File: src/rtl/mips_pkg.sv
package mips_pkg;

	typedef logic [31:0] word_t;	// Data, address or instruction
	typedef logic [4:0] reg_addr_t;	// Register index

	// R-type layout; low bits also serve as immediate and jump index
	typedef struct packed {
		logic [5:0] op;
		reg_addr_t rs;
		reg_addr_t rt;
		reg_addr_t rd;
		logic [4:0] shamt;
		logic [5:0] funct;
	} instr_t;

	typedef enum logic [5:0] {
		op_special = 6'h00,	// Decoded further on funct
		op_j = 6'h02,
		op_jal = 6'h03,
		op_beq = 6'h04,
		op_bne = 6'h05,
		op_addiu = 6'h09,
		op_slti = 6'h0a,
		op_sltiu = 6'h0b,
		op_andi = 6'h0c,
		op_ori = 6'h0d,
		op_xori = 6'h0e,
		op_lui = 6'h0f,
		op_lw = 6'h23,
		op_sw = 6'h2b
	} opcode_e;

	typedef enum logic [5:0] {
		fn_sll = 6'h00,
		fn_srl = 6'h02,
		fn_sra = 6'h03,
		fn_sllv = 6'h04,	// Variable shifts take amount from rs
		fn_srlv = 6'h06,
		fn_srav = 6'h07,
		fn_jr = 6'h08,
		fn_jalr = 6'h09,
		fn_addu = 6'h21,
		fn_subu = 6'h23,
		fn_and = 6'h24,
		fn_or = 6'h25,
		fn_xor = 6'h26,
		fn_slt = 6'h2a,
		fn_sltu = 6'h2b
	} funct_e;

	typedef enum logic [3:0] {
		alu_and, alu_or, alu_xor, alu_add, alu_sub, alu_slt,
		alu_sltu, alu_sll, alu_srl, alu_sra, alu_lui
	} alu_op_e;

	typedef enum logic [1:0] {dst_rt, dst_rd, dst_ra} dst_sel_e;	// dst_ra is $31
	typedef enum logic [1:0] {wb_alu, wb_mem, wb_link} wb_sel_e;	// Link is PC plus 4
	typedef enum logic [1:0] {pc_seq, pc_jump, pc_reg} pc_sel_e;	// Branch folds into pc_seq

	typedef struct packed {
		logic reg_write;
		dst_sel_e dst;
		logic alu_src_imm;	// B operand from immediate
		logic imm_zero_ext;	// Logic immediates and lui
		logic shift_by_reg;
		alu_op_e alu_op;
		logic mem_write;
		logic mem_read;
		wb_sel_e wb;
		logic branch;
		logic branch_ne;
		pc_sel_e pc_sel;
		logic illegal;	// Unknown code, runs as no-op
	} ctrl_t;

	localparam word_t reset_vector = 32'hbfc0_0000;
	localparam word_t halt_address = 32'h0000_0000;	// jr here stops the core
	localparam reg_addr_t v0_index = 5'd2;

endpackage

File: src/rtl/mips_alu.sv
module mips_alu (
	input mips_pkg::alu_op_e op,
	input mips_pkg::word_t a,
	input mips_pkg::word_t b,
	input logic [4:0] shamt,
	output mips_pkg::word_t result,
	output logic equal
);
	import mips_pkg::*;

	word_t sum;
	word_t diff;
	logic lt_signed;
	logic lt_unsigned;

	assign sum = a + b;	// Wraps, no overflow trap
	assign diff = a - b;
	assign lt_signed = $signed(a) < $signed(b);
	assign lt_unsigned = a < b;

	always_comb begin
		case (op)
			alu_and: result = a & b;
			alu_or: result = a | b;
			alu_xor: result = a ^ b;
			alu_add: result = sum;
			alu_sub: result = diff;
			alu_slt: result = {31'b0, lt_signed};
			alu_sltu: result = {31'b0, lt_unsigned};
			alu_sll: result = b << shamt;	// Shifts act on b
			alu_srl: result = b >> shamt;
			alu_sra: result = word_t'($signed(b) >>> shamt);	// Sign fills in
			alu_lui: result = {b[15:0], 16'b0};
			default: result = '0;
		endcase
	end

	// Independent of op so branches need no ALU setting
	assign equal = (a == b);

endmodule

File: src/rtl/mips_regfile.sv
module mips_regfile (
	input logic clk,
	input logic reset,
	input logic write_enable,
	input mips_pkg::reg_addr_t read_addr_a,
	input mips_pkg::reg_addr_t read_addr_b,
	input mips_pkg::reg_addr_t write_addr,
	input mips_pkg::word_t write_data,
	output mips_pkg::word_t read_data_a,
	output mips_pkg::word_t read_data_b,
	output mips_pkg::word_t v0
);
	import mips_pkg::*;

	word_t regs [32];

	always_ff @(posedge clk or posedge reset) begin
		if (reset) begin
			for (int i = 0; i < 32; i++) begin
				regs[i] <= '0;	// Whole file cleared
			end
		end else if (write_enable && write_addr != '0) begin
			regs[write_addr] <= write_data;	// $zero never written
		end
	end

	assign read_data_a = (read_addr_a == '0) ? '0 : regs[read_addr_a];
	assign read_data_b = (read_addr_b == '0) ? '0 : regs[read_addr_b];
	assign v0 = regs[v0_index];	// Tap for register_v0

endmodule

File: src/rtl/mips_control.sv
module mips_control (
	input mips_pkg::instr_t instr,
	output mips_pkg::ctrl_t ctrl
);
	import mips_pkg::*;

	ctrl_t dec;	// Main decode, alu_op filled in below
	alu_op_e alu_op;

	// Main decoder
	always_comb begin
		dec = '0;
		dec.dst = dst_rt;
		dec.alu_op = alu_add;	// Overridden by ALU decode
		dec.wb = wb_alu;
		dec.pc_sel = pc_seq;
		case (instr.op)
			op_special: begin
				case (instr.funct)
					fn_addu, fn_subu, fn_and, fn_or, fn_xor, fn_slt, fn_sltu,
					fn_sll, fn_srl, fn_sra: begin
						dec.reg_write = 1'b1;
						dec.dst = dst_rd;
					end
					fn_sllv, fn_srlv, fn_srav: begin
						dec.reg_write = 1'b1;
						dec.dst = dst_rd;
						dec.shift_by_reg = 1'b1;	// Amount from rs
					end
					fn_jr: dec.pc_sel = pc_reg;
					fn_jalr: begin
						dec.reg_write = 1'b1;
						dec.dst = dst_rd;	// Link into rd
						dec.wb = wb_link;
						dec.pc_sel = pc_reg;
					end
					default: dec.illegal = 1'b1;
				endcase
			end
			op_addiu, op_slti, op_sltiu: begin
				dec.reg_write = 1'b1;
				dec.alu_src_imm = 1'b1;	// Sign extended
			end
			op_andi, op_ori, op_xori, op_lui: begin
				dec.reg_write = 1'b1;
				dec.alu_src_imm = 1'b1;
				dec.imm_zero_ext = 1'b1;
			end
			op_lw: begin
				dec.reg_write = 1'b1;
				dec.alu_src_imm = 1'b1;	// Base plus offset
				dec.mem_read = 1'b1;
				dec.wb = wb_mem;
			end
			op_sw: begin
				dec.alu_src_imm = 1'b1;
				dec.mem_write = 1'b1;
			end
			op_beq: dec.branch = 1'b1;	// Equal flag compares rs, rt
			op_bne: begin
				dec.branch = 1'b1;
				dec.branch_ne = 1'b1;
			end
			op_j: dec.pc_sel = pc_jump;
			op_jal: begin
				dec.reg_write = 1'b1;
				dec.dst = dst_ra;
				dec.wb = wb_link;
				dec.pc_sel = pc_jump;
			end
			default: dec.illegal = 1'b1;	// Enables stay low
		endcase
	end

	// ALU decoder
	always_comb begin
		alu_op = alu_add;	// Loads, stores, addiu, jumps
		case (instr.op)
			op_special: begin
				case (instr.funct)
					fn_subu: alu_op = alu_sub;
					fn_and: alu_op = alu_and;
					fn_or: alu_op = alu_or;
					fn_xor: alu_op = alu_xor;
					fn_slt: alu_op = alu_slt;
					fn_sltu: alu_op = alu_sltu;
					fn_sll, fn_sllv: alu_op = alu_sll;
					fn_srl, fn_srlv: alu_op = alu_srl;
					fn_sra, fn_srav: alu_op = alu_sra;
					default: alu_op = alu_add;	// addu and jumps
				endcase
			end
			op_beq, op_bne: alu_op = alu_sub;
			op_slti: alu_op = alu_slt;
			op_sltiu: alu_op = alu_sltu;
			op_andi: alu_op = alu_and;
			op_ori: alu_op = alu_or;
			op_xori: alu_op = alu_xor;
			op_lui: alu_op = alu_lui;
			default: alu_op = alu_add;
		endcase
	end

	always_comb begin
		ctrl = dec;
		ctrl.alu_op = alu_op;
	end

endmodule

File: src/rtl/mips_datapath.sv
module mips_datapath (
	input logic clk,
	input logic reset,
	input logic clk_enable,
	input mips_pkg::ctrl_t ctrl,
	input mips_pkg::instr_t instr,
	input mips_pkg::word_t data_readdata,
	output mips_pkg::word_t pc,
	output mips_pkg::word_t data_address,
	output mips_pkg::word_t data_writedata,
	output logic data_write,
	output logic data_read,
	output logic active,
	output mips_pkg::word_t register_v0
);
	import mips_pkg::*;

	logic step;	// Instruction retires at next edge
	logic halt;
	logic branch_taken;
	logic equal;
	logic [15:0] imm;
	logic [4:0] shamt;
	word_t imm_sext;
	word_t imm_zext;
	word_t pc_plus4;
	word_t pc_branch;
	word_t pc_jump_target;
	word_t pc_next;
	word_t rs_data;
	word_t rt_data;
	word_t alu_b;
	word_t alu_result;
	word_t wb_data;
	reg_addr_t wb_addr;

	assign step = clk_enable & active;

	// Immediate forms
	assign imm = {instr.rd, instr.shamt, instr.funct};
	assign imm_sext = {{16{imm[15]}}, imm};
	assign imm_zext = {16'b0, imm};

	// Next PC
	assign pc_plus4 = pc + 32'd4;
	assign pc_branch = pc_plus4 + {imm_sext[29:0], 2'b00};
	assign pc_jump_target = {pc_plus4[31:28], instr.rs, instr.rt, imm, 2'b00};	// 26-bit index
	assign branch_taken = ctrl.branch & (ctrl.branch_ne ? ~equal : equal);

	always_comb begin
		case (ctrl.pc_sel)
			pc_jump: pc_next = pc_jump_target;
			pc_reg: pc_next = rs_data;	// jr, jalr
			default: pc_next = branch_taken ? pc_branch : pc_plus4;
		endcase
	end

	assign halt = (ctrl.pc_sel == pc_reg) && (rs_data == halt_address);

	always_ff @(posedge clk or posedge reset) begin
		if (reset) begin
			pc <= reset_vector;
			active <= 1'b1;
		end else if (step) begin
			pc <= pc_next;	// Holds once inactive
			if (halt) begin
				active <= 1'b0;	// Falls on the retiring edge
			end
		end
	end

	// ALU operands
	assign alu_b = !ctrl.alu_src_imm ? rt_data : (ctrl.imm_zero_ext ? imm_zext : imm_sext);
	assign shamt = ctrl.shift_by_reg ? rs_data[4:0] : instr.shamt;

	// Write-back
	always_comb begin
		case (ctrl.dst)
			dst_rd: wb_addr = instr.rd;
			dst_ra: wb_addr = 5'd31;
			default: wb_addr = instr.rt;
		endcase
		case (ctrl.wb)
			wb_mem: wb_data = data_readdata;
			wb_link: wb_data = pc_plus4;	// No delay slot
			default: wb_data = alu_result;
		endcase
	end

	mips_regfile u_regfile (
		.clk(clk),
		.reset(reset),
		.write_enable(ctrl.reg_write & step),
		.read_addr_a(instr.rs),
		.read_addr_b(instr.rt),
		.write_addr(wb_addr),
		.write_data(wb_data),
		.read_data_a(rs_data),
		.read_data_b(rt_data),
		.v0(register_v0)
	);

	mips_alu u_alu (
		.op(ctrl.alu_op),
		.a(rs_data),
		.b(alu_b),
		.shamt(shamt),
		.result(alu_result),
		.equal(equal)
	);

	assign data_address = alu_result;	// Base plus offset
	assign data_writedata = rt_data;
	assign data_write = ctrl.mem_write & step;	// Low while stalled or halted
	assign data_read = ctrl.mem_read & step;

endmodule

File: src/rtl/mips_cpu_harvard.sv
module mips_cpu_harvard (
	input logic clk,
	input logic reset,
	output logic active,
	output mips_pkg::word_t register_v0,

	input logic clk_enable,	// Low stalls the core

	output mips_pkg::word_t instr_address,
	input mips_pkg::word_t instr_readdata,	// Same-cycle answer

	output mips_pkg::word_t data_address,
	output logic data_write,
	output logic data_read,
	output mips_pkg::word_t data_writedata,
	input mips_pkg::word_t data_readdata
);
	import mips_pkg::*;

	instr_t instr;
	ctrl_t ctrl;

	assign instr = instr_t'(instr_readdata);	// Fields of fetched word

	mips_control u_control (
		.instr(instr),
		.ctrl(ctrl)
	);

	mips_datapath u_datapath (
		.clk(clk),
		.reset(reset),
		.clk_enable(clk_enable),
		.ctrl(ctrl),
		.instr(instr),
		.data_readdata(data_readdata),
		.pc(instr_address),	// Fetch address is the PC
		.data_address(data_address),
		.data_writedata(data_writedata),
		.data_write(data_write),
		.data_read(data_read),
		.active(active),
		.register_v0(register_v0)
	);

endmodule

File: config.mk
export PLATFORM = sky130hd
export DESIGN_NAME = mips_cpu_harvard
export DESIGN_NICKNAME = d
export VERILOG_FILES = /design/src/rtl/mips_pkg.sv /design/src/rtl/mips_alu.sv /design/src/rtl/mips_regfile.sv /design/src/rtl/mips_control.sv /design/src/rtl/mips_datapath.sv /design/src/rtl/mips_cpu_harvard.sv
export SDC_FILE = /design/constraint.sdc
export NUM_CORES = 2
export LEC_CHECK = 0
export ABC_CLOCK_PERIOD_IN_PS = 32800
export BUFFER_PORTS_ARGS = -buffer_cell sky130_fd_sc_hd__buf_2
export CAP_MARGIN = 20
export CORE_ASPECT_RATIO = 1.25
export CORE_MARGIN = 2
export CORE_UTILIZATION = 30
export DETAILED_ROUTE_END_ITERATION = 10
export PLACE_DENSITY_LB_ADDON = 0.15
export SLEW_MARGIN = 20
export SYNTH_ARGS = -nofsm -noshare
export SYNTH_HDL_FRONTEND = slang
export SYNTH_SLANG_ARGS = --single-unit
export TNS_END_PERCENT = 100
File: constraint.sdc
create_clock -name clk -period 32.8 [get_ports clk]
set_input_delay 0 -clock clk [delete_from_list [all_inputs] [get_ports clk]]
set_output_delay 0 -clock clk [all_outputs]
set_load 0.01 [all_outputs]
Word-level counts from Yosys, hierarchy flattened
Cells that the tools add are included.

operators by class
  shifts and indexed selects = 3
  bitwise gates (word level) = 12
  add/subtract/negate cells = 4
  equal/unequal tests = 44
  order comparisons = 6
  mux-type cells = 37
  reductions and logical operators = 22

operators by type and width
  operator                                        number
  bitwise mux 1024 bit                            1
  one-hot mux 32 bit (11 select lines)            1
  binary-select mux 32 bit (select 5 bit)         2
  two-way mux 32 bit                              10
  demux 32 bit (select 5 bit)                     1
  one-hot mux 32 bit (2 select lines)             2
  adder 32 bit                                    2
  less-than comparator 32 bit                     2
  == test 6 x 4 -> 1 bit (second input constant)  9
  == test 6 bit (second input constant)           9
  one-hot mux 4 bit (9 select lines)              1
  adder 32 x 3 -> 32 bit (second input constant)  1
  AND 32 bit                                      1
  == test 32 bit                                  1
  logical NOT 32 bit                              1
  OR 32 bit                                       1
  one-hot mux 4 bit (8 select lines)              1
  left shift 32 x 5 -> 32 bit                     1
  right shift 32 x 5 -> 32 bit                    1
  >>> shifter 32 x 5 -> 32 bit                    1
  subtractor 32 bit                               1
  bitwise XOR 32 bit                              1
  == test 6 x 3 -> 1 bit (second input constant)  5
  == test 6 x 2 -> 1 bit (second input constant)  4
  30 further kinds                                68

storage, ports and cells
  register bits after elaboration = 1,057
  logic and storage cells = 162

Depth between registers and ports, before layout
  depth after elaboration = 12
  mapped depth = 28
  mapped depth without buffers = 21

Cells and area by module
From an unflattened synthesis, not the netlist that was laid out.

second synthesis, totals
  cell total of the unflattened synthesis = 5,985
  area, all modules = 70,111.0 µm²

modules (own cells, without submodules)
  module         cells each  area an instance (µm²)  instances
  mips_regfile   3,765       54,843.8                1
  mips_alu       1,391       9,320.2                 1
  mips_datapath  740         5,391.4                 1
  mips_control   89          555.5                   1

Worst setup path after synthesis
OpenSTA, ideal clock, no wires.

  kind = input -> register
  start = in instr_readdata[21]
  end = reg u_datapath.u_regfile.regs[124] (netlist name)
  setup time = 125 ps
  setup slack = 26,667 ps
  data arrival time = 6,009 ps
  data required time = 32,675 ps
  stages = 27
  cell sequence = buf_6 -> buf_12 -> buf_6 -> buf_4 -> buf_2 -> buf_2 -> buf_1 -> mux4_2 -> mux4_2 -> nand2_1 -> a21oi_1 -> inv_1 -> ha_1 -> clkbuf_1 -> nor4_1 -> nand2_1 -> nor3_1 -> and3_1 -> a21o_1 -> o31ai_1 -> a2bb2oi_1 -> xnor2_1 -> a221o_1 -> a211o_1 -> a2bb2oi_1 -> buf_2 -> mux2_2

between the ends
  word-level cells in the longest chain between the ends = 10
  elaborated cells on any way between the ends = 18

RTL lines
  element                                                                    RTL line                RTL
  from (decl)                                                                mips_cpu_harvard.sv:10  input mips_pkg::word_t instr_readdata,
  inverter 5 -> 6 bit (implied by the code)                                  mips_regfile.sv:27      assign read_data_a = (read_addr_a == '0) ? '0 : regs[read_addr_a];
  binary-select mux 32 bit (select 5 bit)                                    mips_regfile.sv:27
  two-way mux 32 bit (implied by the code) (2 in a row)                      mips_regfile.sv:27
  two-way mux 32 bit *                                                       mips_regfile.sv:27
  parallel branches: the longest is 2 deep, another holds subtractor 32 bit  --
  one-hot mux 32 bit (11 select lines) *                                     mips_alu.sv:22          case (op)
  via data_address[28]                                                       mips_cpu_harvard.sv:12  output mips_pkg::word_t data_address,
  one-hot mux 32 bit (2 select lines) *                                      mips_datapath.sv:83     case (ctrl.wb)
  bitwise mux 1024 bit *                                                     mips_regfile.sv:23      regs[write_addr] <= write_data;
  to (signal, indexed assignment)                                            mips_regfile.sv:23
  to (decl)                                                                  mips_regfile.sv:15      word_t regs [32];

Mark *: on every way through the listed nets, which the timed path passes. The select of a mux whose other input is x is not followed.
A chain may end at the register's enable or synchronous reset.

Worst setup path after layout
  start = in instr_readdata[21]
  end = out data_address[24]

between the ends
  word-level cells in the longest chain between the ends = 8
  elaborated cells on any way between the ends = 16

RTL lines
  element                                                                    RTL line
  inverter 5 -> 6 bit (implied by the code)                                  mips_regfile.sv:27
  binary-select mux 32 bit (select 5 bit)                                    mips_regfile.sv:27
  two-way mux 32 bit (implied by the code) (2 in a row)                      mips_regfile.sv:27
  two-way mux 32 bit *                                                       mips_regfile.sv:27
  parallel branches: the longest is 2 deep, another holds subtractor 32 bit  --
  one-hot mux 32 bit (11 select lines) *                                     mips_alu.sv:22
  to (decl)                                                                  mips_cpu_harvard.sv:12

Every way passes the cells marked *. The select of a mux whose other input is x is not followed.

==> impl_metrics.csv <==
group,metric,value,unit
drt,routed_wl,322000,um
worst_setup_path,startpoint_type,"input pin",
floorplan,placementRows,198,
clocking,worstSkewPairLatency,0.78,ns
place,gp_congestion,1.01,
drt,drtIter0Drc,5215,
layout,ff_latch_area,26500,sq um
yosys,synth_top_flop_cell,"dfrtp_1",
global_route,grt_max_degree,180,
global_route,antenna_found_initial,14,
global_route,grt_util_all_layers,26.5,%
drt,first_pass_iters,6,
worst_setup_path,endpoint_kind,"output port",
clocking,ctsLongestPathBuffers,3,
outcome,outcome,"finished, final reports clean",
clocking,postCtsSetupBuffers,0,
yosys,ys_seq_area_share,37.9,%
timing,max_freq,0.107,GHz
drt,num_vias,55564,
global_route,gr-total-overflow,0,
yosys,async_reset_ff_share,100,%
clocking,cts_tree,"yes",
worst_setup_path,reg2reg_from,"u_datapath.u_regfile.regs[704]",
worst_setup_path,path_buf_inv,7,
place,dpl_cell_area,73800,sq um
power_and_ir_drop,power_density,42.0,nW/um^2
worst_setup_path,crit_top_cell,"buf_4",
timing,clock-skew-final,0.0726,ns
clocking,cts_sinks,1057,
layout,largest_register_ffs,992,
worst_setup_path,rrSetupSlack,24.98,ns
worst_hold_path,hold_end,"u_datapath.u_regfile.regs[368]",
worst_setup_path,path_max_fanout,49,
timing,report.final.slew_viol_count,0,
drt,final_antenna_net_count,0,
drt,via_per_inst,5.95,
layout,area_growth,11.8,%
floorplan,dieArea,237000,sq um
layout,mostFrequentLayoutCell,"dfrtp_1",
worst_hold_path,hp-class,"input pin to register",
floorplan,pin_count,198,
worst_setup_path,path_class,"input pin to output port",
clocking,cts_resized,0,
timing,final.min_clock_period,9.35,ns
yosys,syn_area,69900,sq um
timing,setup_viol,0,
worst_setup_path,cpMaxStageDelayCell,"a211oi_1",
layout,multi_input_area,40200,sq um
yosys,netlist_instances,6192,
place,io_buffer_count,197,
yosys,synth.distinct_cells,116,
layout,finish.instance_area,78100,sq um
yosys,syn_nets,6394,
timing,worstMarginPinSlew,1.17,ns
timing,finalCritPeriodShare,28.5,%
floorplan,die_w,436,um
global_route,grt_pass1_vias,55529,
place,dp.cells,9099,
power_and_ir_drop,peakVddDrop,0.0439,mV
clocking,htreeDepth,3,
floorplan,initial_utilization,30.1,%
yosys,ys_ff_latch,1057,
worst_setup_path,crit_chain,"dlygate4sd3_1 > buf_8 > buf_4 > buf_4 > buf_4 > mux4_2 > mux2i_1 > o22ai_1 > a21oi_2 > inv_1 > ha_1 > o21ai_0 > a21oi_1 > o41a_1 > o21ai_0 > o31ai_1 > and3_1 > o21a_1 > xnor2_1 > o22ai_1 > a211oi_1 > nand2_1 > buf_2",
timing,rsz0062_at_grt,"false",
worst_setup_path,critPathTopFamily,"buffers and inverters",
timing,timing.final.hold_violations,0,
layout,nets,6344,
yosys,syn_avg_cell_area,11.3,sq um
clocking,root_buffer,"clkbuf_16",
worst_hold_path,hold_depth,5,
worst_setup_path,crit_required,32.80,ns
layout,finalNonFillerCells,9345,
place,hpwl,218000,um
worst_setup_path,cp.arrival,9.35,ns
timing,tns,0,ns
layout,fillers,23366,
run,cap_violations,0,
clocking,clkTransAtPathRegs,0.06,ns
floorplan,core_area,232000,sq um
clocking,cts-buffers-inserted,113,
layout,drive_above_1_share,31.4,%
drt,avgRoutedWirePerCell,34.4,um
layout,mostFrequentLayoutCells,"dfrtp_1, mux2_2, nand2_1, mux2i_1, mux4_2",
worst_setup_path,reg2regPathDepth,20,
worst_setup_path,slowest_delay,0.86,ns
worst_hold_path,worst_hold_startpoint,"data_readdata[16]",
global_route,grt_pass1_wl,450000,um
worst_setup_path,worstReg2RegEnd,"u_datapath.u_regfile.regs[632]",
timing,relSlewSlack,21.8,%
drt,drcViolationCount,0,
yosys,synth_warnings,0,
power_and_ir_drop,leakage,34.5,nW
clocking,cts_hold_buf,21,
yosys,synth-edff-count,0,
floorplan,die_h,544,um
-- logic make-up after synthesis --
family	count (synthesis)	share of synthesized area, %
muxes	1641	32.0
adders and majority gates	135	2.45
and+or+nand+nor	1094	7.27
buffers and inverters	742	5.53
xor gates and xnor gates	67	0.840
DFF	1057	37.9
AOI/OAI and AO/OA	1456	14.0
-- synthesized netlist by cell type, types with 19 or more instances --
master    instances  area, sq um
nand4_1          32          200
nor2_1          247          927
and3_1           26          163
o221ai_1         33          289
and2_1           27          169
nor2b_1          19          119
nand2b_1         32          200
a21o_1           35          263
o211ai_1         21          158
dfrtp_1        1047        26200
o21ai_1         101          505
clkbuf_1        315         1180
o21ai_0         325         1630
mux2_4           34          510
buf_4            74          556
a22oi_1         216         1620
inv_1           128          480
nor3_1           58          290
buf_2           109          546
a221o_1          20          200
xnor2_1          51          447
ha_1            132         1650
a221oi_1         78          683
mux2i_1         468         4680
buf_6            73          822
o22ai_1          55          344
mux2_2          743         8370
a21oi_1         256         1280
mux4_2          388         8740
a31oi_1          42          263
o21a_1           23          173
nand2_1         473         1780
buf_1            20         75.1
nor4_1           25          156
a211oi_1         33          248
nand3_1          72          360
-- report_power, final --
group | internal [mW] | switching (mW)
Combinational | 0.152 | 0.434
Sequential | 1.30 | 0
Clock | 0.794 | 0.596
-- worst min-delay path, cell delays in order --
cell,delay (ns)
buf_2,0.09
a221o_1,0.15
o21ai_2,0.10
buf_4,0.26
o21ai_1,0.17
-- worst max path at each step --
stage	depth (start not counted)	slack, ns	start	to
6_report	23	23.45	instr_readdata[21]	data_address[24]
5_1_grt	23	23.10	instr_readdata[21]	data_address[24]
4_1_cts	23	23.72	instr_readdata[21]	data_address[24]
3_5_place_dp	22	23.60	instr_readdata[21]	u_datapath.u_regfile.regs[376]
3_3_place_gp	22	23.50	instr_readdata[21]	u_datapath.u_regfile.regs[640]
2_1_floorplan	1	3.06	reset	u_datapath.pc[0]
-- per-layer routing --
metal | global-route usage (%) | up-vias | wire, um
li1 | - | 23381 | -
met1 | 33.1 | 29190 | 130000
met2 | 43.8 | 2306 | 152000
met3 | 4.00 | 681 | 19000
met4 | 15.0 | 6 | 20800
met5 | 0 | - | 41
-- area by class of cell --
cell class / count / area share (%)
Multi-Input combinational cell: 4393 / 51.5
Inverter: 132 / 0.650
Sequential cell: 1057 / 33.9
Antenna cell: 6 / 0.0192
Clock inverter: 46 / 0.851
Clock buffer: 166 / 4.22
Timing Repair Buffer: 445 / 3.96
Tap cell: 3100 / 4.97
-- stage by stage --
step	power, mW	hold WS [ns]	worst slack (ns)	utilization (%)
5_1_grt	3.38	0.0685	23.10	33.6
2_1_floorplan	1.66	0.142	3.06	-
6_report	3.28	0.0474	23.45	33.6
4_1_cts	3.30	0.0115	23.72	33.6
3_3_place_gp	1.90	0.285	23.50	31.8
3_5_place_dp	1.90	0.287	23.60	31.8
Note: power is estimated with default switching activity, not from simulation.
